--- src/rtl/tinyCorePkg.sv ---
`default_nettype none

package tinyCorePkg;

    localparam int wordBits = 32;
    localparam int loadAddrBits = 10;

    typedef logic [wordBits-1:0] word;
    typedef word dataWord;              // Data memory payload
    typedef logic [3:0] regIndex;

    typedef enum logic [3:0] {
        opOr, opAnd, opAdd, opMul,
        opReservedA, opShiftLeft, opLessThan, opEqual,
        opGreaterThan, opAndNot, opXor, opSub,
        opXnor, opShiftRight, opNotEqual, opReservedB
    } opCode;

    typedef struct packed {
        logic    swap;                  // Y and immediate trade places
        logic    storing;
        logic    derefRhs;
        regIndex z;
        regIndex x;
        regIndex y;
        opCode   op;
        word     immediate;             // Already sign-extended
        logic    illegal;
        logic    branch;                // Z is the PC and not a store
    } decodedInsn;

    typedef struct packed {
        logic                    strobe;
        logic                    target;    // 0 instruction, 1 data
        logic [loadAddrBits-1:0] addr;
        word                     data;
    } loadReq;

    typedef struct packed {
        logic strobe;
        word  addr;
        word  data;
    } storeEvent;

    localparam word resetVector = 32'h0000_0000;
    localparam word illegalInsn = 32'hffff_ffff;
    localparam word noopInsn    = 32'h0000_0000;   // r0 = r0 | r0 + 0

endpackage

`default_nettype wire
--- src/rtl/execUnit.sv ---
`timescale 1ns/1ps
`default_nettype none

module execUnit (
    input  wire logic               clk,
    input  wire logic               reset_n,
    input  wire tinyCorePkg::opCode op,
    input  wire logic               swap,
    input  wire tinyCorePkg::word   operandX,
    input  wire tinyCorePkg::word   operandY,
    input  wire tinyCorePkg::word   immediate,
    output tinyCorePkg::word        rhs
);

    tinyCorePkg::word   operand;        // Right operand of the op
    tinyCorePkg::word   addend;         // Added in the second stage
    tinyCorePkg::word   opResult;
    tinyCorePkg::word   opStage;
    logic signed [31:0] signedX;
    logic signed [31:0] signedOp;

    assign operand  = swap ? immediate : operandY;
    assign addend   = swap ? operandY : immediate;
    assign signedX  = operandX;
    assign signedOp = operand;

    always_comb begin
        case (op)
            tinyCorePkg::opOr:          opResult = operandX | operand;
            tinyCorePkg::opAnd:         opResult = operandX & operand;
            tinyCorePkg::opAdd:         opResult = operandX + operand;
            tinyCorePkg::opMul:         opResult = operandX * operand;   // Low word only
            tinyCorePkg::opShiftLeft:   opResult = operandX << operand;
            tinyCorePkg::opLessThan:    opResult = {32{signedX < signedOp}};
            tinyCorePkg::opEqual:       opResult = {32{operandX == operand}};
            tinyCorePkg::opGreaterThan: opResult = {32{signedX > signedOp}};
            tinyCorePkg::opAndNot:      opResult = operandX & ~operand;
            tinyCorePkg::opXor:         opResult = operandX ^ operand;
            tinyCorePkg::opSub:         opResult = operandX - operand;
            tinyCorePkg::opXnor:        opResult = operandX ^~ operand;
            tinyCorePkg::opShiftRight:  opResult = operandX >> operand;  // Logical shift
            tinyCorePkg::opNotEqual:    opResult = {32{operandX != operand}};
            default:                    opResult = '0;                   // Reserved ops
        endcase
    end

    // Op result first, then the addend one cycle later
    always_ff @(posedge clk) begin
        if (!reset_n) begin
            opStage <= '0;
            rhs     <= '0;
        end else begin
            opStage <= opResult;
            rhs     <= opStage + addend;
        end
    end

endmodule

`default_nettype wire

--- config.mk ---
export PLATFORM = sky130hd
export DESIGN_NAME = execUnit
export DESIGN_NICKNAME = d
export VERILOG_FILES = /design/src/rtl/tinyCorePkg.sv /design/src/rtl/execUnit.sv
export SDC_FILE = /design/constraint.sdc
export NUM_CORES = 2
export LEC_CHECK = 0
export ABC_AREA = 1
export BUFFER_PORTS_ARGS = -buffer_cell sky130_fd_sc_hd__clkbuf_2
export CAP_MARGIN = 20
export CORE_MARGIN = 2
export CORE_UTILIZATION = 60
export DETAILED_ROUTE_END_ITERATION = 10
export HOLD_SLACK_MARGIN = 0.12
export PLACE_DENSITY = 0.8
export SETUP_SLACK_MARGIN = 0.5
export SYNTH_ARGS = -nofsm -noshare
export SYNTH_HDL_FRONTEND = slang
export SYNTH_SLANG_ARGS = --single-unit
--- constraint.sdc ---
create_clock -name clk -period 9.1 [get_ports clk]
set_clock_uncertainty 0.05 [all_clocks]
set_input_delay 1.82 -clock clk [delete_from_list [all_inputs] [get_ports clk]]
set_output_delay 1.82 -clock clk [all_outputs]
set_load 0.01 [all_outputs]
==> results.md <==
* Result of the run: complete, no violations
* Max stage delay on crit path at 690 ps
* Library cell appearing most often on the critical path: fa_1
* Headroom to the max-slew limit at 0.270
* RR Startpoint: opStage[2]$_SDFF_PN0_
* Unique masters post-synth at 56
* Metal-1 WL at 48400 microns
* # port buffers at 134
* Routed WL at 140000 microns
* Share of post-route cells with drive strength above 1 at 0.139
* Highest routing layer actually used: met5
* Ports placed on the boundary at 135
* CP arrival at 9050 ps
* Kind of critical path: input pin to flip-flop
* Area used by multi-input combinational logic at 25700 sq um
* Final non-filler cell total at 5571
* Worst Hold Margin at 501 ps
* Part of the cycle the worst path needs at 0.968
* Placer congestion estimate at 1.10
* Layout filler cell count at 4189
* DP Area at 32600 sq um
* Final core utilization at 0.694
* Number of DRC markers after the initial detailed-route iteration at 5279
* TritonCTS clock tree: yes
* Reg2reg end: rhs[25]$_SDFF_PN0_
* Initial cell density of the core at 0.611
* GR Util All Layers at 0.537
* Total via count in the routed design at 35069
* Logic depth of the worst register-to-register path at 14
* Clock-pin transition on the worst setup and hold timing paths at 60 ps
* Area of the mapped netlist at 30000 sq um
* Source of the worst hold timing path: opStage[0]$_SDFF_PN0_
* Layout overhead on the synthesized area at 13.6%
* Maximum number of pins on one net before global-route repair at 84
* Share of the synthesized area in the top cell type at 0.274
* Library cell with the largest summed area after synthesis: fa_1
* Die Height at 228 microns
* Required time worst endpoint at 9340 ps
* Vias per std cell at 6.29
* Initial antenna violation count at 8
* Clock buffers created by TritonCTS at 9
* Count of final setup violators at 0
* Die area at 51800 sq um
* Routed length on met3 at 24100 microns
* Async S/R FF share, synth at 0
* Post-synthesis register bit count at 64
* Flip-flop cell with the highest count after synthesis: dfxtp_1
* Drt first pass iters at 9
* Fraction of the yosys area taken by sequential cells at 0.0427
* Main area contributors after synthesis: fa_1, nand2_1, ha_1
* Number of instances in the synthesized netlist at 4690
* Worst-path maximum fanout at 20
* Syn_area_per_cell at 6.40 sq um
* Via count of the first global-routing pass at 33203
* Count of warnings emitted by yosys at 0
* CTS hold repair buffers at 0
* Most instantiated cells after synthesis: nand2_1, inv_1, nor2_1, fa_1, nand3_1
* Number of remaining DRC errors at 0
* Setup repair after global routing missed its margin: yes
* Std-Cell Rows at 81
* Peak clock frequency supported by timing at 114 MHz
* Maximum buffer depth of the clock tree at 2
* Global-route wire length before repair at 203000 microns
* Clock latency on the worst-skew pair at 340 ps
* Clock Sinks at 64
* Net count reported at finish at 5655
* FF/Latch Area at 1280 sq um
* Detailed route wirelength on metal2 at 55800 microns
* Nets in the synthesized netlist at 5453
* Min cycle time layout at 8800 ps
* Core Box Area at 49200 sq um
* Final count of hold timing violations at 0
* Pins Over Slew Limit at 0
* Number of cells in the design after placement at 5506
* Endpoint class of the critical path: flip-flop
* Worst path slowest cell: fa_2
* Worst-margin pin slew at 1080 ps
* Routed WL per cell at 25.1 microns
* Deepest level of the CTS H-tree at 3
* Post-route design area at 34100 sq um
* FF-to-FF setup slack at 5700 ps
* X dimension of the die at 228 microns
* Global route overflow at 0
* Clk root buf: clkbuf_16
* Antenna-violating nets left at 0
* Maxcap violations at 0
* Most common cell in the netlist: nand2_1
* HPWL after DPL at 110000 microns
* Number of enable-type register cells in the synthesized netlist at 0
* Number of instances on the worst hold path at 3
* Terminating pin of the worst hold path: rhs[0]$_SDFF_PN0_
* Hold/Removal Path Class: flip-flop to flip-flop
* Critical Path Source Type: input pin
-- layer usage --
layer,GRT usage,vias to the layer above
met5,0.00949,-
li1,-,15131
met1,0.655,16064
met4,0.330,10
met3,0.260,775
met2,0.760,3089
-- state kept, by name, summed over array words and instances, names as in the netlist --
register and cells:
opStage 32, rhs 32
-- cells by family after synthesis --
| logic type | Yosys count | synth area share |
|---|---|---|
| AO/OA/AOI/OAI | 685 | 0.128 |
| XOR/XNOR | 34 | 0.0104 |
| adder cells (fa/ha/maj) | 660 | 0.378 |
| buffers and inverters | 981 | 0.127 |
| flip-flops | 64 | 0.0427 |
| AND/OR/NAND/NOR | 2266 | 0.314 |
-- critical path: cells and delay by family --
| kind | cells | cell delay (ps) |
|---|---|---|
| AO/OA/AOI/OAI | 4 | 740 |
| adder cells (fa/ha/maj) | 9 | 4440 |
| AND/OR/NAND/NOR | 6 | 530 |
| buffers and inverters | 11 | 1490 |
-- layout by cell type, fill, tap and decap left out, drive strengths merged, types with 21 or more instances in the layout --
cell and instances:
a21oi 252, buf 287, clkbuf 145, dfxtp 64, fa 411, ha 249, inv 737, nand2 1254
nand3 303, nand4 69, nor2 565, nor3 34, o211ai 24, o21ai 288, xor2 21
-- area by class of cell --
class | count | area share
clock inverters | 5 | 0.00165
repair inverters | 1 | 0.000330
diodes | 10 | 0.000734
well taps | 664 | 0.0244
flip-flops and latches | 64 | 0.0376
repair buffers | 421 | 0.0918
multi-input cells | 3645 | 0.752
inverters | 750 | 0.0840
clock buffers | 11 | 0.00712
-- timing repair --
action / 4_1_cts / 5_1_grt
endpoints found under the setup margin: 14 / 22
cloned: 1 / 2
buffers inserted: 11 / 25
gates resized for setup: 53 / 181
pin swaps: 19 / 84
-- how the worst max path moves through the flow --
stage,from,end,slack (ps),depth (start not counted)
after floorplan,swap,opStage[26]$_SDFF_PN0_,510,36
after global placement,swap,opStage[27]$_SDFF_PN0_,-180,28
after detailed placement,swap,opStage[27]$_SDFF_PN0_,-320,33
after CTS,swap,opStage[27]$_SDFF_PN0_,460,30
after global routing,swap,opStage[30]$_SDFF_PN0_,150,30
final,swap,opStage[28]$_SDFF_PN0_,300,30
-- metrics by stage --
stage	TNS [ps]	setup slack, ps
after floorplan	0	508
after global placement	-183	-183
after detailed placement	-341	-316
after CTS	0	456
after global routing	0	149
final	0	295
Power is not shown: default switching activity piles up to over one toggle a cycle in this logic, so the estimate is an artifact.
