<file path="src/rtl/tinyCorePkg.sv">
`default_nettype none

package tinyCorePkg;

    localparam int wordBits = 32;
    localparam int loadAddrBits = 10;

    typedef logic [wordBits-1:0] word;
    typedef word dataWord;              // Data memory payload
    typedef logic [3:0] regIndex;

    typedef enum logic [3:0] {
        opOr, opAnd, opAdd, opMul,
        opReservedA, opShiftLeft, opLessThan, opEqual,
        opGreaterThan, opAndNot, opXor, opSub,
        opXnor, opShiftRight, opNotEqual, opReservedB
    } opCode;

    typedef struct packed {
        logic    swap;                  // Y and immediate trade places
        logic    storing;
        logic    derefRhs;
        regIndex z;
        regIndex x;
        regIndex y;
        opCode   op;
        word     immediate;             // Already sign-extended
        logic    illegal;
        logic    branch;                // Z is the PC and not a store
    } decodedInsn;

    typedef struct packed {
        logic                    strobe;
        logic                    target;    // 0 instruction, 1 data
        logic [loadAddrBits-1:0] addr;
        word                     data;
    } loadReq;

    typedef struct packed {
        logic strobe;
        word  addr;
        word  data;
    } storeEvent;

    localparam word resetVector = 32'h0000_0000;
    localparam word illegalInsn = 32'hffff_ffff;
    localparam word noopInsn    = 32'h0000_0000;   // r0 = r0 | r0 + 0

endpackage

`default_nettype wire
</file>
<file path="src/rtl/coreSequencer.sv">
`timescale 1ns/1ps
`default_nettype none

module coreSequencer #(
    parameter int cyclesPerInsn = 8
) (
    input  wire logic                    clk,
    input  wire logic                    reset_n,
    input  wire logic                    run,
    input  wire tinyCorePkg::word        fetchData,
    output tinyCorePkg::word             fetchAddr,
    output tinyCorePkg::word             insnWord,
    input  wire tinyCorePkg::decodedInsn decoded,
    input  wire tinyCorePkg::word        rhs,
    input  wire tinyCorePkg::word        valueZ,
    input  wire tinyCorePkg::word        loadData,
    output logic                         regWrite,
    output tinyCorePkg::word             regWriteData,
    output tinyCorePkg::word             nextPc,
    output tinyCorePkg::word             memAddr,
    output tinyCorePkg::word             memWriteData,
    output logic                         memWrite,
    output logic                         halt
);

    localparam int phaseUnit = cyclesPerInsn / 4;
    localparam int lastCycle = cyclesPerInsn - 1;

    logic [cyclesPerInsn-1:0] ring;     // One hot, rotates every active cycle
    logic                     active;
    logic                     phase1;
    logic                     phase2;
    logic                     phase3;
    logic                     loading;
    tinyCorePkg::word         loadLatch;
    tinyCorePkg::word         result;

    assign active = run && !halt;
    assign phase1 = active && ring[phaseUnit];
    assign phase2 = active && ring[2 * phaseUnit];
    assign phase3 = active && ring[3 * phaseUnit];

    assign loading = decoded.derefRhs && !decoded.storing;
    assign result  = loading ? loadLatch : rhs;   // Loaded word replaces rhs

    // Dereference moves rhs from the data side to the address side
    assign memAddr      = decoded.derefRhs ? rhs : valueZ;
    assign memWriteData = decoded.derefRhs ? valueZ : rhs;
    assign memWrite     = phase2 && decoded.storing;

    assign regWriteData = result;
    assign regWrite     = phase3 && !decoded.storing;

    always_ff @(posedge clk) begin
        if (!reset_n) begin
            ring      <= {1'b1, {lastCycle{1'b0}}};   // Slot boundary pending
            insnWord  <= tinyCorePkg::noopInsn;
            fetchAddr <= tinyCorePkg::resetVector;
            nextPc    <= tinyCorePkg::resetVector + 32'd1;
            halt      <= 1'b0;
        end else if (active) begin
            ring <= {ring[lastCycle-1:0], ring[lastCycle]};

            // Fetched word is held from phase 0 to the end of the slot
            if (ring[lastCycle]) begin
                insnWord <= fetchData;
            end
            if (phase1) begin
                halt <= decoded.illegal;
            end
            if (phase2) begin
                fetchAddr <= decoded.branch ? result : nextPc;
            end
            if (phase3) begin
                nextPc <= fetchAddr + 32'd1;
            end
        end
    end

    always_ff @(posedge clk) begin
        if (phase1) begin
            loadLatch <= loadData;
        end
    end

endmodule

`default_nettype wire

</file>
<file path="config.mk">
export PLATFORM = sky130hd
export DESIGN_NAME = coreSequencer
export DESIGN_NICKNAME = d
export VERILOG_FILES = /design/src/rtl/tinyCorePkg.sv /design/src/rtl/coreSequencer.sv
export SDC_FILE = /design/constraint.sdc
export NUM_CORES = 1
export LEC_CHECK = 0
export ABC_CLOCK_PERIOD_IN_PS = 2400
export BUFFER_PORTS_ARGS = -buffer_cell sky130_fd_sc_hd__buf_2
export CORE_AREA = 2 2 148 150
export CTS_BUF_LIST = sky130_fd_sc_hd__clkbuf_2 sky130_fd_sc_hd__clkbuf_4 sky130_fd_sc_hd__clkbuf_8
export CTS_CLUSTER_SIZE = 10
export DETAILED_ROUTE_END_ITERATION = 10
export DIE_AREA = 0 0 150 152
export REMOVE_ABC_BUFFERS = 1
export SYNTH_ARGS = -nofsm -noshare
export SYNTH_HDL_FRONTEND = slang
export SYNTH_SLANG_ARGS = --single-unit
</file>
<file path="constraint.sdc">
create_clock -name clk -period 2.4 [get_ports clk]
set_clock_uncertainty 0.2 [all_clocks]
set_input_delay 0.36 -clock clk [delete_from_list [all_inputs] [get_ports clk]]
set_output_delay 0.36 -clock clk [all_outputs]
set_load 0.02 [all_outputs]
</file>
==> flow_summary.toml <==
[die]
start_util = 0.317
core_area_mm2 = 0.0214
io_pins = 379
fp.dieW_um = 150
die_height_um = 152
dieArea_mm2 = 0.0228
rows = 54

[critical_path]
r2r_cells = 4
crit_required_ns = 2.55
crit_path_end_kind = "register"
cp.arrival_ns = 2.40
critical_path_class = "register to register"
start_kind = "register"
r2r_setup_slack_ns = 0.15
reg2reg_to = "nextPc[31]"
path_max_fanout = 12
timing.rr.start = "fetchAddr[21]"

[routing]
ant_nets = 0
vias_per_cell = 5.03
first_iter_violations = 305
vias = 7128
firstDrtPassIters = 5
wirelength_um = 24800
dr_wl_met2_um = 12400
wl_met3_um = 1870
drc_errors = 0
wl_per_cell_um = 17.5
topRoutingLayerUsed = "met4"
wl_met1_um = 10200

[clock_tree]
cts.sinks = 137
cts_buffers = 17
h-tree-depth = 4
worstSkewPairLatency_ns = 0.45
cts_root_buffer = "clkbuf_8"
path_clk_slew_ns = 0.08
cts_buffer_depth = 2
cts_tree = "yes"

[sta]
fin_crit_sh = 0.937
period_needed_ns = 2.25
finalHoldViolations = 0
slew_viol_final = 0
fmax_mhz = 445
slew_headroom = 0.549
setup_viol = 0
setup_slack_ns = 0.152
rsz0062_at_grt = "no"
tightest_slew_ns = 0.676

[global_route]
overflow = 0
grt_pass1_wl_um = 38200
grt_max_degree = 43
antenna_found_initial = 0
grt_use_total = 0.215
grt_pass1_vias = 6948

[finish]
fin_nets = 1309
n_antenna_cell = 0
syn2layout_area_growth_pct = 47.5
layout-drive-gt1-share = 0.474
final_core_util = 0.468

[synth]
synth_common_cells = "nand2_1 (122), dfxtp_1 (105), mux2_2 (92), a21oi_1 (84), clkbuf_1 (52)"
synthArstFlopShare = 0
yosysTopAreaCellShare = 0.311
syn_inst = 725
synth_cell_types = 47
synthTopCellsByArea = "dfxtp_1 (31%), mux2_2 (15%), edfxtp_1 (14%)"
synth_ff_type = "dfxtp_1"
synth_seq_cells = 137
syn_area_mm2 = 0.00677
synth_edf_count = 32
ys_seq_area_frac = 0.453
yosysTopAreaCell = "dfxtp_1"
yosysWarnings = 0
synth_most_common_cell = "nand2_1"
synth_area_per_cell_um2 = 9.33

[run_status]
status = "finished clean"

[placed_design]
gp_congestion = 0.787
post-place-ws_ns = 0.134
hpwl_um = 17600
portBuffers = 329

[hold_path]
min-delay-path-class = "input pin to register"
whs_endpoint = "nextPc[27]"
holdPathStages = 3
hold_start = "reset_n"

[power_and_ir_drop]
power_leakage_nw = 4.25
worst_ir_drop_vdd_mv = 0.312
powerDensity_mw_per_mm2 = 529

[run]
maxCapViolations = 0
worst max-delay path: stages (launching register included):
cell and delay [ns]:
dfxtp_1 0.44, nand4_2 0.21, or4b_4 0.64, or4_1 0.52, and3_1 0.15
state kept, by name (all words and copies together), names as in the netlist:
register / count
fetchAddr: 32
insnWord: 32
loadLatch: 32
nextPc: 32
ring: 8
halt: 1
worst max-delay path by stage:
stage	to	depth (start not counted)	from	slack (ns)
finish	nextPc[31]	4	fetchAddr[21]	0.15
global route	nextPc[31]	5	fetchAddr[0]	0.009
CTS	regWrite	3	halt	0.04
detailed placement	nextPc[31]	5	fetchAddr[0]	0.13
global placement	nextPc[31]	4	fetchAddr[13]	0.17
floorplan	insnWord[0]	4	halt	-0.91
layout make-up:
| cell class | instances | area, um^2 |
|---|---|---|
| Sequential cell | 137 | 3070 |
| Tap cell | 280 | 350 |
| Inverter | 9 | 33.8 |
| Timing Repair Buffer | 440 | 2710 |
| Fill cell | 2089 | 11400 |
| Clock buffer | 19 | 249 |
| Clock inverter | 12 | 133 |
| Multi-Input combinational cell | 519 | 3450 |
layout by cell type, fill, tap and decap left out, drive strengths merged, types with 3 or more instances in the layout:
master / n
or2: 32
o2111ai: 32
mux2: 96
a211oi: 5
nor2: 11
buf: 375
a21oi: 84
bufinv: 3
and3: 4
a31oi: 12
o31ai: 11
nor3: 5
nand2b: 3
xnor2: 11
o21ai: 27
dlygate4sd3: 65
nand2: 122
nand4: 7
or4: 12
or3: 6
nor4: 8
dfxtp: 105
clkinv: 8
clkbuf: 19
inv: 9
nand3: 12
edfxtp: 32
routing by layer:
layer  GRT usage  vias to the layer above
met1       0.255                     3375
met3      0.0562                       20
met2       0.380                      282
li1            -                     3451
met4      0.0611                        0
met5           0                        -
report_power, final:
group	leakage, nW	internal, mW	switching (mW)
Sequential	1.14	2.39	0.0186
Clock	0.196	1.02	0.908
Combinational	2.92	0.420	0.524
Total	4.25	3.84	1.45
through the flow:
step,total power [mW],hold WS (ns),cell area (um^2),TNS (ns),cells
global route,5.51,0.140,9980,0,1416
CTS,5.34,0.119,9970,0,1414
floorplan,2.92,0.222,6530,-88.19,665
global placement,3.31,0.234,8930,0,1318
detailed placement,3.33,0.239,8930,0,1318
finish,5.29,0.139,9980,0,1416
cells by family after synthesis:
| logic type | Yosys count | synth area share |
|---|---|---|
| adders and majority gates | 1 | 0.00185 |
| buffers and inverters | 69 | 0.0397 |
| xor gates and xnor gates | 13 | 0.0168 |
| and+or+nand+nor | 231 | 0.168 |
| AOI/OAI and AO/OA | 178 | 0.161 |
| muxes | 96 | 0.160 |
| DFF | 137 | 0.453 |
timing repair:
item,in CTS,in global routing
buffers inserted,0,2
endpoints found under the hold margin,65,0
hold buffers,65,0
endpoints found under the setup margin,0,3
resized for setup,0,1
Power figures use the tool's default switching activity.
