[config.mk]
export PLATFORM = sky130hd
export DESIGN_NAME = regFile
export DESIGN_NICKNAME = d
export VERILOG_FILES = /design/src/rtl/tinyCorePkg.sv /design/src/rtl/regFile.sv
export SDC_FILE = /design/constraint.sdc
export NUM_CORES = 1
export LEC_CHECK = 0
export BUFFER_PORTS_ARGS = -buffer_cell sky130_fd_sc_hd__buf_2
export CELL_PAD_IN_SITES_DETAIL_PLACEMENT = 0
export CELL_PAD_IN_SITES_GLOBAL_PLACEMENT = 2
export CORE_MARGIN = 2
export CORE_UTILIZATION = 43
export CTS_CLUSTER_DIAMETER = 50
export CTS_CLUSTER_SIZE = 14
export DETAILED_ROUTE_END_ITERATION = 6
export PLACE_DENSITY = 0.81
export SYNTH_ARGS = -nofsm -noshare
export SYNTH_HDL_FRONTEND = slang
export SYNTH_SLANG_ARGS = --single-unit
[constraint.sdc]
create_clock -name clk -period 4.93 [get_ports clk]
set_input_delay 0.2465 -clock clk [delete_from_list [all_inputs] [get_ports clk]]
set_output_delay 0.2465 -clock clk [all_outputs]
set_load 0.05 [all_outputs]
[src/rtl/tinyCorePkg.sv]
`default_nettype none

package tinyCorePkg;

    localparam int wordBits = 32;
    localparam int loadAddrBits = 10;

    typedef logic [wordBits-1:0] word;
    typedef word dataWord;              // Data memory payload
    typedef logic [3:0] regIndex;

    typedef enum logic [3:0] {
        opOr, opAnd, opAdd, opMul,
        opReservedA, opShiftLeft, opLessThan, opEqual,
        opGreaterThan, opAndNot, opXor, opSub,
        opXnor, opShiftRight, opNotEqual, opReservedB
    } opCode;

    typedef struct packed {
        logic    swap;                  // Y and immediate trade places
        logic    storing;
        logic    derefRhs;
        regIndex z;
        regIndex x;
        regIndex y;
        opCode   op;
        word     immediate;             // Already sign-extended
        logic    illegal;
        logic    branch;                // Z is the PC and not a store
    } decodedInsn;

    typedef struct packed {
        logic                    strobe;
        logic                    target;    // 0 instruction, 1 data
        logic [loadAddrBits-1:0] addr;
        word                     data;
    } loadReq;

    typedef struct packed {
        logic strobe;
        word  addr;
        word  data;
    } storeEvent;

    localparam word resetVector = 32'h0000_0000;
    localparam word illegalInsn = 32'hffff_ffff;
    localparam word noopInsn    = 32'h0000_0000;   // r0 = r0 | r0 + 0

endpackage

`default_nettype wire
[src/rtl/regFile.sv]
`timescale 1ns/1ps
`default_nettype none

module regFile (
    input  wire logic                 clk,
    input  wire logic                 reset_n,
    input  wire logic                 enable,
    input  wire tinyCorePkg::regIndex indexX,
    input  wire tinyCorePkg::regIndex indexY,
    input  wire tinyCorePkg::regIndex indexZ,
    input  wire logic                 writeZ,
    input  wire tinyCorePkg::word     writeData,
    input  wire tinyCorePkg::word     nextPc,
    output tinyCorePkg::word          valueX,
    output tinyCorePkg::word          valueY,
    output tinyCorePkg::word          valueZ
);

    localparam tinyCorePkg::regIndex zeroReg = 4'd0;
    localparam tinyCorePkg::regIndex pcReg   = 4'd15;

    tinyCorePkg::word storage [1:14];   // Only the writable registers
    logic             writeOk;

    assign valueX = (indexX == zeroReg) ? '0 :
                    (indexX == pcReg)   ? nextPc : storage[indexX];
    assign valueY = (indexY == zeroReg) ? '0 :
                    (indexY == pcReg)   ? nextPc : storage[indexY];
    assign valueZ = (indexZ == zeroReg) ? '0 :
                    (indexZ == pcReg)   ? nextPc : storage[indexZ];

    // Writes to the two aliases fall away
    assign writeOk = (indexZ != zeroReg) && (indexZ != pcReg);

    always_ff @(posedge clk) begin
        if (reset_n && enable && writeZ && writeOk) begin
            storage[indexZ] <= writeData;
        end
    end

endmodule

`default_nettype wire

==> reports/qor.yml, run 1 <==
worst_setup_path:
  startpoint: "indexX[1]"
  cp-end-kind: "primary output"
  slowest_delay_ns: 0.86
  required_ns: 4.68
  arrival_ns: 3.12
  endpoint: "valueX[21]"
  path_cells: "buf_4 -> nand2b_2 -> o22ai_1 -> a21oi_1 -> a211oi_1 -> buf_2"
  startpoint_type: "input pin"
  cp_max_fo: 55
  setup.worst_path.class: "in -> out"
  slowest_stage: "nand2b_2"
die:
  start_util: 0.436
  die_w_um: 252
  die_area_um2: 63300
  row_count: 90
  core-area_um2: 60500
  ioPinCount: 176
  fp.dieH_um: 252
logic_synthesis:
  ys.flop_type: "edfxtp_1"
  ys_seq_area_frac: 0.511
  synth_area_leaders: "edfxtp_1 (51%), mux2i_1 (14%), mux4_2 (6.4%)"
  synth_seq_cells: 448
  syn_inst: 2067
  synth_cell_type_count: 44
  yosys.area.top_type: "edfxtp_1"
  async_flop_share: 0
  syn_area_per_cell_um2: 12.7
  yosysTopAreaCellShare: 0.511
  yosys_warnings: 0
  synth_enable_flop_cells: 448
  synth_nets: 2147
  netlist_area_um2: 26400
clock_network:
  htreeDepth: 2
  clockRootBuffer: "clkbuf_16"
  cts_buffers: 52
  cts.path.max_buffers: 3
  cts_tree: "done"
  cts-hold-fix-buffers: 30
  post_cts_resized: 0
  clock_sinks: 448
  cts_setup_buffers: 0
  cts.clk_slew.worst_paths_ns: 0.06
finish:
  drive_above_1_share: 0.216
  final_cell_mix: "edfxtp_1 (448), mux2i_1 (374), buf_2 (165)"
  reg_top3: "storage (448)"
  area_growth_pct: 14.0
  fin_nets: 2258
  largest_reg_flops: 448
  largest-register: "storage"
  layout_commonest_cell: "edfxtp_1"
  final_area_um2: 30100
route:
  dr.pass1.iters: 5
  vias: 19600
  drc: 0
  ant_nets: 0
  avgRoutedWirePerCell_um: 30.3
  via_per_inst: 6.54
  dr.first_iter.drc_count: 2187
  wl_mm: 90.9
timing:
  slew_headroom: 0.147
  min_period_ns: 3.37
  timing.final.crit_share: 0.683
  max_slew.worst_pin.slew_ns: 1.28
  hold_viol: 0
  setup_tns_ns: 0
  clock.fmax_ghz: 0.297
  rsz0062_at_grt: "no"
  slew_violations: 0
  worst_slack_ns: 1.56
  setup_violations: 0
  hold_ws_ns: 0.0236
worst_hold_path:
  hold_class: "in -> reg"
  min-delay-start: "writeData[16]"
place:
  place_ws_ns: 1.69
  dpl.hpwl_mm: 51.6
  routabilityCongestion: 0.824
  dpl_cell_area_um2: 27900
  io_buffers: 175
outcome:
  status: "complete, no violations"
power:
  p_int_mw: 7.14
  power_frac_clock: 0.414
  total_leakage_power_nw: 11.1
  switching_power_mw: 2.73
  power_frac_comb: 0.157
  p_sw_frac: 0.276
  power_density_nw_per_um2: 328
  peakVddDrop_uv: 281
  seq_power_share: 0.429
global_routing:
  grt_overflow: 0
  grt_use_total: 0.280
  grt_max_degree: 106
  grt_pass1_wl_mm: 130
  grt_pass1_vias: 19100
  antenna_found_initial: 4
job:
  maxCapViolCount: 0
final cells by class:
class	count	area [µm²]
antenna	2	5.00
clock inverter	33	428
sequential	448	13500
clock buffer	61	1380
multi-input combinational	1420	12100
timing repair buffer	256	1710
tap	782	978
fill	5232	30400
per-stage QoR:
step | std cells | utilization | power [mW]
final | 3002 | 0.497 | 9.87
after global routing | 3000 | 0.497 | 10.1
after CTS | 3000 | 0.497 | 9.90
after detailed placement | 2876 | 0.462 | 5.83
after global placement | 2876 | 0.462 | 5.82
after floorplan | 2067 | - | 5.36
worst min-delay path by stage:
stage | to | cells after the start
finish | storage[3][16] | 1
global placement | storage[2][9] | 1
CTS | storage[3][16] | 1
floorplan | storage[10][0] | 0
global route | storage[3][16] | 1
detailed placement | storage[3][13] | 1
Yosys cell counts (all sizes together), types with 3 or more instances:
| library cell | n |
|---|---|
| nand2 | 39 |
| nand2b | 42 |
| o211a | 63 |
| o21ai | 159 |
| edfxtp | 448 |
| o32ai | 30 |
| mux4 | 99 |
| nor3b | 4 |
| a31oi | 3 |
| nand3 | 3 |
| clkbuf | 118 |
| mux2i | 374 |
| nor3 | 5 |
| buf | 78 |
| nor2 | 171 |
| o22ai | 31 |
| nor2b | 31 |
| a211oi | 92 |
| dlygate4sd1 | 3 |
| a21oi | 123 |
| mux2 | 65 |
| o221ai | 30 |
| nor4 | 31 |
worst max-delay path, delay by kind of cell:
family                 cells  cell delay [ns]
and+or+nand+nor            1             0.86
buffers and inverters      2             0.97
AOI/OAI and AO/OA          3             0.99
routing by layer:
metal  vias to the layer above  global-route usage  part of all wire
met5                         -                   0                 0
met4                         0              0.0940             0.031
met3                       164              0.0535             0.088
met2                       955               0.441              0.46
met1                     10000               0.390              0.42
li1                       8506                   -                 -
kinds of logic (layout without fill, tap and decap cells):
kind of cell / Yosys count / count (layout) / share of synthesized area
AOI/OAI and AO/OA: 544 / 544 / 0.136
buffers and inverters: 199 / 350 / 0.0353
DFF: 448 / 448 / 0.511
muxes: 538 / 538 / 0.258
other: 0 / 2 / 0
and+or+nand+nor: 338 / 338 / 0.0604
power groups by stage:
stage | combinational (mW) | clock, mW | sequential (mW)
finish | 1.55 | 4.09 | 4.23
global route | 1.61 | 4.27 | 4.23
CTS | 1.54 | 4.13 | 4.23
detailed placement | 1.51 | 0 | 4.31
global placement | 1.51 | 0 | 4.31
floorplan | 1.05 | 0 | 4.31
Power figures use the tool's default switching activity.
==> inputs of run 2 (changes only) <==
CORE_UTILIZATION = 39   (was 43)
PLACE_DENSITY = 0.77   (was 0.81)
clock period = 2.9 ns   (was 4.93 ns; I/O delays follow)
==> reports/qor.yml, run 2 (synthesized netlist as in run 1, its figures left out) <==
outcome:
  status: "complete, no violations"
finish:
  fin_nets: 2333  # +3.3%
  layout_commonest_cell: "edfxtp_1"
  largest_reg_flops: 448  # unchanged
  multi_input_area_um2: 12100  # +0.16%
  largest-register: "storage"
  drive_above_1_share: 0.243  # +0.0272
  final_cell_mix: "edfxtp_1 (448), mux2i_1 (374), buf_2 (162)"
  seq_area_um2: 13500  # unchanged
  fillers: 6020  # +15%
  reg_top3: "storage (448)"
  area_growth_pct: 18.1
timing:
  setup_violations: 0  # unchanged
  slew_headroom: 0.530  # +0.383
  max_slew.worst_pin.slew_ns: 0.705  # -0.575 ns
  slew_violations: 0  # unchanged
  min_period_ns: 2.63
  setup_tns_ns: 0  # unchanged
  timing.final.crit_share: 0.906
  rsz0062_at_grt: "no"
  clock.fmax_ghz: 0.380
  hold_viol: 0  # unchanged
worst_setup_path:
  required_ns: 2.76  # -1.92 ns
  startpoint: "storage[5][21]"
  cp-end-kind: "primary output"
  startpoint_type: "flop"
  cp.depth: 4  # -2
  arrival_ns: 2.48  # -0.64 ns
  cp_max_fo: 3  # -95%
  path_cells: "mux4_1 -> mux4_2 -> o211a_1 -> buf_2"
  critPathBufInv: 1  # -1
  setup.worst_path.class: "reg -> out"
  slowest_stage: "mux4_2"
  crit_family: "multiplexers"
  slowest_delay_ns: 0.55  # -0.31 ns
route:
  met1_length_mm: 39.6  # +3.7%
  routed-wl-met2_mm: 44.4  # +6.0%
  dr.first_iter.drc_count: 2357  # +7.8%
  wl_mm: 96.4  # +6.0%
  drc: 0  # unchanged
  highest_layer: "met5"
  vias: 20400  # +3.7%
  dr.pass1.iters: 6  # +1
  ant_nets: 0  # unchanged
  avgRoutedWirePerCell_um: 30.4  # +0.45%
  met3_wirelength_mm: 9.05  # +13%
  via_per_inst: 6.43  # -1.7%
clock_network:
  cts_buffers: 54  # +3.8%
  htreeDepth: 2  # unchanged
  cts_setup_buffers: 0  # unchanged
  cts.clk_slew.worst_paths_ns: 0.06  # about the same
  cts_tree: "done"
  post_cts_resized: 0  # unchanged
  clock_sinks: 448  # unchanged
  cts.path.max_buffers: 3  # unchanged
  cts-hold-fix-buffers: 32  # +6.7%
  clockRootBuffer: "clkbuf_16"
die:
  ioPinCount: 176  # unchanged
  die_area_um2: 69700  # +10%
  core-area_um2: 67000  # +11%
  row_count: 95  # +5.6%
  die_w_um: 264  # +4.9%
  start_util: 0.393  # -0.0427
  fp.dieH_um: 264  # +4.9%
power:
  p_int_mw: 12.3  # +72%
  switching_power_mw: 4.86  # +78%
  peakVddDrop_uv: 402  # +43%
  power_frac_clock: 0.418  # +0.004
  seq_power_share: 0.420  # -0.009
  power_frac_comb: 0.162  # +0.005
  power_density_nw_per_um2: 550  # +68%
  total_leakage_power_nw: 11.6  # +4.7%
  p_sw_frac: 0.284  # +0.00708
  power_mw: 17.1  # +74%
worst_hold_path:
  hold_end: "storage[10][27]"
  min-delay-start: "writeData[27]"
  hold_class: "in -> reg"
  hold_depth: 2  # +1
place:
  dpl.hpwl_mm: 59.2  # +15%
  io_buffers: 175  # unchanged
  routabilityCongestion: 0.874  # +6.1%
global_routing:
  grt_pass1_wl_mm: 138  # +6.5%
  grt_max_degree: 57  # -46%
  grt_overflow: 0  # unchanged
  grt_use_total: 0.271  # -0.00938
  antenna_found_initial: 4  # unchanged
  grt_pass1_vias: 19800  # +3.5%
job:
  maxCapViolCount: 0  # unchanged
==> run 2: area by class of cell <==
type                            instances  share of cell area
Clock inverter                         37              0.0151
Sequential cell                       448               0.432
Tap cell                              873              0.0351
Multi-Input combinational cell       1420               0.389
Timing Repair Buffer                  329              0.0834
Antenna cell                            1           0.0000804
Clock buffer                           61              0.0449
==> run 2: power by group through the flow <==
stage          Combinational (mW)  Clock, mW  Sequential (mW)
2_1_floorplan                1.78          0             7.33
3_3_place_gp                 2.70          0             7.33
3_5_place_dp                 2.71          0             7.33
4_1_cts                      2.76       7.26             7.20
5_1_grt                      2.89       7.52             7.20
6_report                     2.77       7.16             7.20
==> run 2: layer usage <==
| metal | vias to the layer above | global-route usage |
|---|---|---|
| li1 | 8664 | - |
| met1 | 10300 | 0.379 |
| met2 | 1236 | 0.429 |
| met3 | 222 | 0.0461 |
| met4 | 6 | 0.0888 |
| met5 | - | 0 |
==> run 2: worst max path at each step <==
stage               slack, ns            end
global route             0.20     valueZ[21]
CTS                      0.23     valueZ[21]
floorplan                0.15  storage[9][0]
global placement         0.47     valueY[18]
finish                   0.27     valueZ[21]
detailed placement       0.48     valueZ[31]
==> run 2: metrics by stage <==
stage | cell area [µm²] | utilization | worst slack (ns) | cells | hold slack [ns]
2_1_floorplan | 26400 | - | 0.152 | 2067 | 0.244
3_3_place_gp | 28900 | 0.432 | 0.471 | 3038 | 0.505
3_5_place_dp | 28900 | 0.432 | 0.483 | 3038 | 0.507
4_1_cts | 31100 | 0.464 | 0.235 | 3168 | 0.386
5_1_grt | 31100 | 0.464 | 0.198 | 3168 | 0.438
6_report | 31100 | 0.464 | 0.271 | 3169 | 0.425
