===== src/rtl/tinyCorePkg.sv =====
`default_nettype none

package tinyCorePkg;

    localparam int wordBits = 32;
    localparam int loadAddrBits = 10;

    typedef logic [wordBits-1:0] word;
    typedef word dataWord;              // Data memory payload
    typedef logic [3:0] regIndex;

    typedef enum logic [3:0] {
        opOr, opAnd, opAdd, opMul,
        opReservedA, opShiftLeft, opLessThan, opEqual,
        opGreaterThan, opAndNot, opXor, opSub,
        opXnor, opShiftRight, opNotEqual, opReservedB
    } opCode;

    typedef struct packed {
        logic    swap;                  // Y and immediate trade places
        logic    storing;
        logic    derefRhs;
        regIndex z;
        regIndex x;
        regIndex y;
        opCode   op;
        word     immediate;             // Already sign-extended
        logic    illegal;
        logic    branch;                // Z is the PC and not a store
    } decodedInsn;

    typedef struct packed {
        logic                    strobe;
        logic                    target;    // 0 instruction, 1 data
        logic [loadAddrBits-1:0] addr;
        word                     data;
    } loadReq;

    typedef struct packed {
        logic strobe;
        word  addr;
        word  data;
    } storeEvent;

    localparam word resetVector = 32'h0000_0000;
    localparam word illegalInsn = 32'hffff_ffff;
    localparam word noopInsn    = 32'h0000_0000;   // r0 = r0 | r0 + 0

endpackage

`default_nettype wire

===== src/rtl/insnDecoder.sv =====
`timescale 1ns/1ps
`default_nettype none

module insnDecoder (
    input  wire tinyCorePkg::word  insn,
    output tinyCorePkg::decodedInsn decoded
);

    always_comb begin
        decoded.swap      = insn[30];
        decoded.storing   = insn[29];
        decoded.derefRhs  = insn[28];                       // Memory on the right side
        decoded.z         = insn[27:24];
        decoded.x         = insn[23:20];
        decoded.y         = insn[19:16];
        decoded.op        = tinyCorePkg::opCode'(insn[15:12]);
        decoded.immediate = {{20{insn[11]}}, insn[11:0]};   // Sign-extend 12 bits
        decoded.illegal   = (insn == tinyCorePkg::illegalInsn);

        // Writing the PC register is a jump
        decoded.branch    = (insn[27:24] == 4'hf) && !insn[29];
    end

endmodule

`default_nettype wire


===== config.mk =====
export PLATFORM = sky130hd
export DESIGN_NAME = insnDecoder
export DESIGN_NICKNAME = d
export VERILOG_FILES = /design/src/rtl/tinyCorePkg.sv /design/src/rtl/insnDecoder.sv
export SDC_FILE = /design/constraint.sdc
export NUM_CORES = 1
export LEC_CHECK = 0
export BUFFER_PORTS_ARGS = -buffer_cell sky130_fd_sc_hd__buf_2
export CAP_MARGIN = 20
export CORE_ASPECT_RATIO = 1.25
export CORE_MARGIN = 5
export CORE_UTILIZATION = 27
export DETAILED_ROUTE_END_ITERATION = 12
export PLACE_DENSITY = 0.84
export SLEW_MARGIN = 15
export SYNTH_ARGS = -nofsm -noshare
export SYNTH_HDL_FRONTEND = slang
export SYNTH_SLANG_ARGS = --single-unit

===== constraint.sdc =====
create_clock -name vclk -period 1.1
set_input_delay 0.165 -clock vclk [all_inputs]
set_output_delay 0.165 -clock vclk [all_outputs]
set_load 0.01 [all_outputs]

==> qor.txt, run 1 <==
cts hold-fix bufs = 0
cell taking the most area after synthesis = buf_4
failing checks = negative setup slack
top-area cell type share of the netlist area = 84.1%
Final GP Congestion = 0.515
unrepaired setup endpoints after global routing = true
DIE AREA = 2610 um2
Tmin final = 1.25 ns
All-Layer GR Usage = 8.38%
vias per std cell = 4.28
Detail Route Antenna Nets = 0
fmax = 800 MHz
Sw Pwr = 0.000122 W
syn nets = 95
Final Cycle Share = 114%
setup slack after layout = -0.149 ns
crit path from = insn[29]
combinational share of power = 100.0%
CORE AREA = 1580 um2
Sequential Power Share = 0%
endpoints failing hold = 0
IR drop worst, VDD = 0.000179 V
total gr overflow = 0
worst path required time = 0.94 ns
crit start category = primary input
share of cells above drive strength 1 = 89.8%
Worst path top cell family by delay = simple AND/OR/NAND/NOR gates
fin area = 607 um2
# IOs = 85
status = finished with violations
clkbuf count = 0
max-cap check violation count = 0
Slew Limit Fails = 0
total power draw = 0.000257 W
first-pass GRT wire length = 1760 um
nets = 132
worst rel slew slack = 92.1%
Post-Route WL = 1460 um
Die Y = 55.9 um
chip width = 46.7 um
switch share = 47.5%
Clk network pwr share = 0%
drt wl/cell = 12.5 um
sequential area share after synthesis = 0%
cell count after synthesis = 63
most common cell after layout, fill and taps aside = buf_2
vias in the first global route = 417
internal power = 0.000135 W
register area = 0 um2
Fin Hold WS = 0.509 ns
max incr delay on CP = 0.53 ns
worst-path cell with the longest stage delay = or4_1
synthesized area = 455 um2
IO Port Bufs = 85
TritonRoute pass-1 iters = 1
setup slack at placement = -0.205 ns
worst path cell trace = buf_6 -> nand4_1 -> or4_1 -> nor2_2 -> buf_2
synth unique cells = 4
number of diodes = 0
initial antenna violation count = 0
DR DRC count = 0
most frequent cells in the layout = buf_2 (74), buf_6 (10), nand4_1 (8)
initial drt markers = 0
Pwr per Cell Area = 423 nW/um2
leak pwr = 0.376 nW
Placement Rows = 16
critical path class = primary input to output port
largest net degree at the start of global routing = 19
Warnings, synthesis = 0
Setup-failing EPs final = 1
Util after Layout = 38.4%
area delta synth->final = 33.2%
Starting Density = 28.8%
Hold Path Class = primary input to output port
Worst setup EP type = output port
worst path bufs/invs = 2
hold wc startpoint = insn[16]
synthesized area per cell = 7.23 um2
CP max FO = 3
Placed Area = 531 um2
Vias = 496
Post-CTS Setup Bufs = 0
FFs & Latches = 0
WP data arrival = 1.08 ns
worst slew pin tran = 0.119 ns
top cells by area, synth = buf_4 (84%), nand4_1 (11%), or4_1 (3.3%), nor2_1 (1.6%)
-- cells in the mapped netlist, drive strengths merged --
library cell	count
or4	2
buf	51
nor2	2
nand4	8
-- power by group through the flow --
stage	clock network (W)	logic, W	registers (W)
final	0	0.000257	0
after global routing	0	0.000279	0
after CTS	0	0.000259	0
after detailed placement	0	0.000234	0
after global placement	0	0.000230	0
after floorplan	0	0.000196	0
-- metrics by stage --
| stage | cells | TNS (ns) |
|---|---|---|
| floorplan | 63 | 0 |
| global placement | 116 | -0.210 |
| detailed placement | 116 | -0.205 |
| CTS | 116 | -0.160 |
| global route | 116 | -0.202 |
| finish | 116 | -0.149 |
-- repair_timing --
item                                    CTS  global route
pin swaps                                 8             0
endpoints found under the setup margin    1             1
gates cloned                              0             0
gates resized for setup                  13             1
-- logic make-up after synthesis --
| logic type | count (synthesis) | share of synthesized area (%) |
|---|---|---|
| simple gates | 12 | 15.9 |
| buf+inv | 51 | 84.1 |
-- layer usage --
layer  wire (um)  global-route usage [%]  vias up
li1            -                       -      231
met4           0                       0        0
met3         449                    3.24        0
met1         329                    7.24      203
met5           0                       0        -
met2         676                    17.5       62
-- layout make-up --
cell class | instances | area [um2]
fillers | 162 | 975
multi-input cells | 12 | 78.8
well taps | 18 | 22.5
repair buffers | 86 | 505
-- path summary, 6_finish.rpt --
path | end | cells past startpoint
setup / recovery | decoded[1] | 5
hold / removal | decoded[38] | 2
(Power assumes the default switching activity.)
==> inputs of run 2 (changes only) <==
PLACE_DENSITY = default   (was 0.84)
PLACE_DENSITY_LB_ADDON = 0.15   (was default)
==> run 2 against run 1 <==
  * The run still ends with negative setup slack left
  * Critical path depth is the same
  * Worst hold slack improved by 0.0012 ns
  * Via count decreased by 3.2%
  * Utilization grew 0.079 points
  * Power is 1.3% lower
  * Die area is the same
  * Largest power group unchanged
==> qor.txt, run 2 (synthesized netlist as in run 1, its figures left out) <==
status = finished with violations
failing checks = negative setup slack
area delta synth->final = 33.5%
worst slew pin tran = 0.134 ns (+0.0147 ns)
Final Cycle Share = 114% (+0.32 points)
IR drop worst, VDD = 0.000170 V (-5.2%)
first-pass GRT wire length = 1670 um (-5.1%)
endpoints failing hold = 0 (unchanged)
Slew Limit Fails = 0 (unchanged)
Setup-failing EPs final = 1 (unchanged)
clkbuf count = 0 (unchanged)
Pwr per Cell Area = 417 nW/um2 (-1.5%)
total power draw = 0.000253 W (-1.3%)
DR DRC count = 0 (unchanged)
Worst Hold Path Cells = 2 (unchanged)
CP max FO = 2 (-1)
most common cell after layout, fill and taps aside = buf_2
leak pwr = 0.379 nW (+0.79%)
Die Y = 55.9 um (unchanged)
Starting Density = 28.8% (unchanged)
All-Layer GR Usage = 7.71% (-0.67 points)
WP data arrival = 1.09 ns (about the same)
CORE AREA = 1580 um2 (unchanged)
chip width = 46.7 um (unchanged)
largest net degree at the start of global routing = 22 (+3)
critical path class = primary input to output port
Detail Route Antenna Nets = 0 (unchanged)
drt wl/cell = 10.9 um (-13%)
fmax = 798 MHz (-0.28%)
Tmin final = 1.25 ns (+0.00352 ns)
setup slack after layout = -0.153 ns (-0.00352 ns)
Final Non-Filler Cells = 117 (+0.86%)
Hold Path Class = primary input to output port
total gr overflow = 0 (unchanged)
worst path required time = 0.94 ns (about the same)
Post-Route WL = 1280 um (-12%)
crit start category = primary input
DIE AREA = 2610 um2 (unchanged)
# IOs = 85 (unchanged)
hold endpoint = decoded[43]
Placement Rows = 16 (unchanged)
number of diodes = 0 (unchanged)
initial drt markers = 3 (+3)
post-DP HPWL = 1190 um
Final GP Congestion = 0.566 (+10%)
initial antenna violation count = 0 (unchanged)
vias per std cell = 4.10 (-4.1%)
max-cap check violation count = 0 (unchanged)
unrepaired setup endpoints after global routing = true
Util after Layout = 38.4% (+0.079 points)
nets = 133 (+0.76%)
share of cells above drive strength 1 = 90.9% (+1.1 points)
IO Port Bufs = 85 (unchanged)
worst rel slew slack = 91.1% (-0.98 points)
FFs & Latches = 0 (unchanged)
most frequent cells in the layout = buf_2 (75), buf_6 (10), nand4_1 (8)
TritonRoute pass-1 iters = 2 (+1)
register area = 0 um2 (unchanged)
hold wc startpoint = insn[21]
vias in the first global route = 426 (+2.2%)
Vias = 480 (-3.2%)
Worst setup EP type = output port
placed cell count = 117 (+0.86%)
[run 2: changes by cell type in the layout (fill, tap and decap cells not counted), sizes merged]
cell	change
buf	+1
[run 2: metal layers]
metal	vias to the layer above	part of all wire [%]	GRT usage, %
met5	-	0	0
met4	0	0	0
met3	0	20	0.647
met2	43	56	17.3
met1	205	24	6.86
li1	232	-	-
[run 2: worst max-delay path, stage by stage]
cell,delay (ns)
buf_2,0.08
nand4_1,0.09
or4_4,0.52
nor2_2,0.11
buf_2,0.13
[run 2: metrics by stage]
stage / hold WS (ns) / TNS, ns / cell area [um2] / setup slack, ns
5_1_grt: 0.514 / -0.205 / 608 / -0.205
4_1_cts: 0.511 / -0.174 / 579 / -0.174
3_3_place_gp: 0.531 / -0.215 / 538 / -0.215
2_1_floorplan: 0.378 / 0 / 458 / 0.0107
6_report: 0.510 / -0.153 / 608 / -0.153
3_5_place_dp: 0.532 / -0.213 / 538 / -0.213
[run 2: area by class of cell]
cell class,count,area (um2)
well taps,18,22.5
fillers,172,973
multi-input cells,12,82.6
repair buffers,87,503
[run 2: how the worst max path moves through the flow]
stage | start | endpoint | slack [ns]
after floorplan | insn[27] | decoded[1] | 0.01
after global placement | insn[8] | decoded[1] | -0.22
after detailed placement | insn[8] | decoded[1] | -0.21
after CTS | insn[18] | decoded[1] | -0.17
after global routing | insn[23] | decoded[1] | -0.21
final | insn[0] | decoded[1] | -0.15
[run 2: where the power goes]
| part | total, W | internal [W] | switching, W |
|---|---|---|---|
| clock network | 0 | 0 | 0 |
| logic | 0.000253 | 0.000133 | 0.000120 |
| registers | 0 | 0 | 0 |
[run 2: what timing repair did]
item	CTS	global route
setup buffers	0	0
cloned	0	0
gates resized for setup	7	5
pin swaps	6	4
hold buffers	0	0
setup endpoints to repair	1	1
==> inputs of run 3 (changes only) <==
PLACE_DENSITY = 0.83   (was default)
PLACE_DENSITY_LB_ADDON = default   (was 0.15)
==> run 3 against run 2 <==
  * Largest cell class unchanged
  * Combinational power about the same
  * Routed wire length grew 18%
  * Cell count fell by 0.85%
  * The run still ends with negative setup slack left
==> qor.txt, run 3 (synthesized netlist as in run 1, its figures left out) <==
Fin Hold WS = 0.510 ns (-0.000179 ns)
worst path cell trace = buf_6 -> nand4_1 -> or4_4 -> nor2_2 -> buf_2
Filler Cell Count = 159 (-7.6%)
number of diodes = 0 (unchanged)
internal power = 0.000129 W (-3.1%)
Die Y = 55.9 um (unchanged)
worst path bufs/invs = 2 (unchanged)
max incr delay on CP = 0.54 ns (+0.02 ns)
initial drt markers = 2 (-1)
combinational share of power = 100.0% (about the same)
Post-Route WL = 1510 um (+18%)
crit start category = primary input
Post-CTS Setup Bufs = 0 (unchanged)
# IOs = 85 (unchanged)
IR drop worst, VDD = 0.000156 V (-7.9%)
max-cap check violation count = 0 (unchanged)
most frequent cells in the layout = buf_2 (76), buf_6 (9), nand4_1 (8)
critical path class = primary input to output port
failing checks = negative setup slack
worst path required time = 0.94 ns (about the same)
clkbuf count = 0 (unchanged)
status = finished with violations
initial antenna violation count = 0 (unchanged)
switch share = 48.9% (+1.4 points)
multi-input logic area = 82.6 um2 (unchanged)
Setup-failing EPs final = 1 (unchanged)
setup slack at placement = -0.210 ns (+0.00304 ns)
Pwr per Cell Area = 424 nW/um2 (+1.8%)
total gr overflow = 0 (unchanged)
Placed Area = 531 um2 (-1.4%)
endpoints failing hold = 0 (unchanged)
register area = 0 um2 (unchanged)
Starting Density = 28.8% (unchanged)
All-Layer GR Usage = 8.93% (+1.2 points)
IO Port Bufs = 85 (unchanged)
nets = 132 (-0.75%)
Detail Route Antenna Nets = 0 (unchanged)
chip width = 46.7 um (unchanged)
Worst path top cell family by delay = simple AND/OR/NAND/NOR gates
DR DRC count = 0 (unchanged)
setup slack after layout = -0.173 ns (-0.0203 ns)
worst slew pin tran = 0.129 ns (-0.00425 ns)
DIE AREA = 2610 um2 (unchanged)
Worst setup EP type = output port
fin area = 594 um2 (-2.3%)
first-pass GRT wire length = 1810 um (+8.3%)
CP max FO = 2 (unchanged)
worst rel slew slack = 91.4% (+0.28 points)
FFs & Latches = 0 (unchanged)
Placement Rows = 16 (unchanged)
unrepaired setup endpoints after global routing = true
most common cell after layout, fill and taps aside = buf_2
TritonRoute pass-1 iters = 2 (unchanged)
Final Cycle Share = 116% (+1.8 points)
Tmin final = 1.27 ns (+0.0203 ns)
Sw Pwr = 0.000123 W (+2.5%)
Clk network pwr share = 0% (unchanged)
Sequential Power Share = 0% (unchanged)
Hold Path Class = primary input to output port
vias in the first global route = 440 (+3.3%)
largest net degree at the start of global routing = 22 (unchanged)
setup_tns = -0.173 ns (-0.0203 ns)
fmax = 785 MHz (-1.6%)
area delta synth->final = 30.5%
Vias = 500 (+4.2%)
share of cells above drive strength 1 = 90.8% (-0.093 points)
Slew Limit Fails = 0 (unchanged)
Final GP Congestion = 0.574 (+1.4%)
worst-path cell with the longest stage delay = or4_4
CORE AREA = 1580 um2 (unchanged)
vias per std cell = 4.31 (+5.1%)
WP data arrival = 1.11 ns (+0.02 ns)
leak pwr = 0.372 nW (-1.8%)
drt wl/cell = 13.1 um (+19%)
run 3: layout make-up:
cell class,instances,share of cell area [%]
well taps,18,3.79
multi-input cells,12,13.9
repair buffers,86,82.3
run 3: final timing paths:
| check | startpoint | depth (start not counted) | end |
|---|---|---|---|
| max | insn[10] | 5 | decoded[1] |
| min | insn[17] | 2 | decoded[39] |
run 3: power groups by stage:
stage                     Combinational, W  Sequential, W  Clock [W]
after CTS                         0.000248              0          0
after detailed placement          0.000236              0          0
final                             0.000252              0          0
after floorplan                   0.000196              0          0
after global routing              0.000274              0          0
after global placement            0.000232              0          0
run 3: metal layers:
layer | routed length (um) | vias up | GRT usage [%]
met5 | 0 | - | 0
met4 | 0 | 0 | 0
met3 | 479 | 0 | 5.50
met2 | 700 | 64 | 18.5
met1 | 333 | 205 | 6.67
li1 | - | 231 | -
run 3: through the flow:
stage | util, % | instances | power [W]
2_1_floorplan | - | 63 | 0.000196
3_3_place_gp | 33.5 | 116 | 0.000232
3_5_place_dp | 33.5 | 116 | 0.000236
4_1_cts | 35.8 | 116 | 0.000248
5_1_grt | 37.6 | 116 | 0.000274
6_report | 37.6 | 116 | 0.000252
run 3: repair_timing:
| action | CTS | global route |
|---|---|---|
| resized for setup | 6 | 5 |
| hold buffers | 0 | 0 |
| pin swaps | 5 | 4 |
| endpoints found under the setup margin | 1 | 1 |
| endpoints found under the hold margin | 0 | 0 |
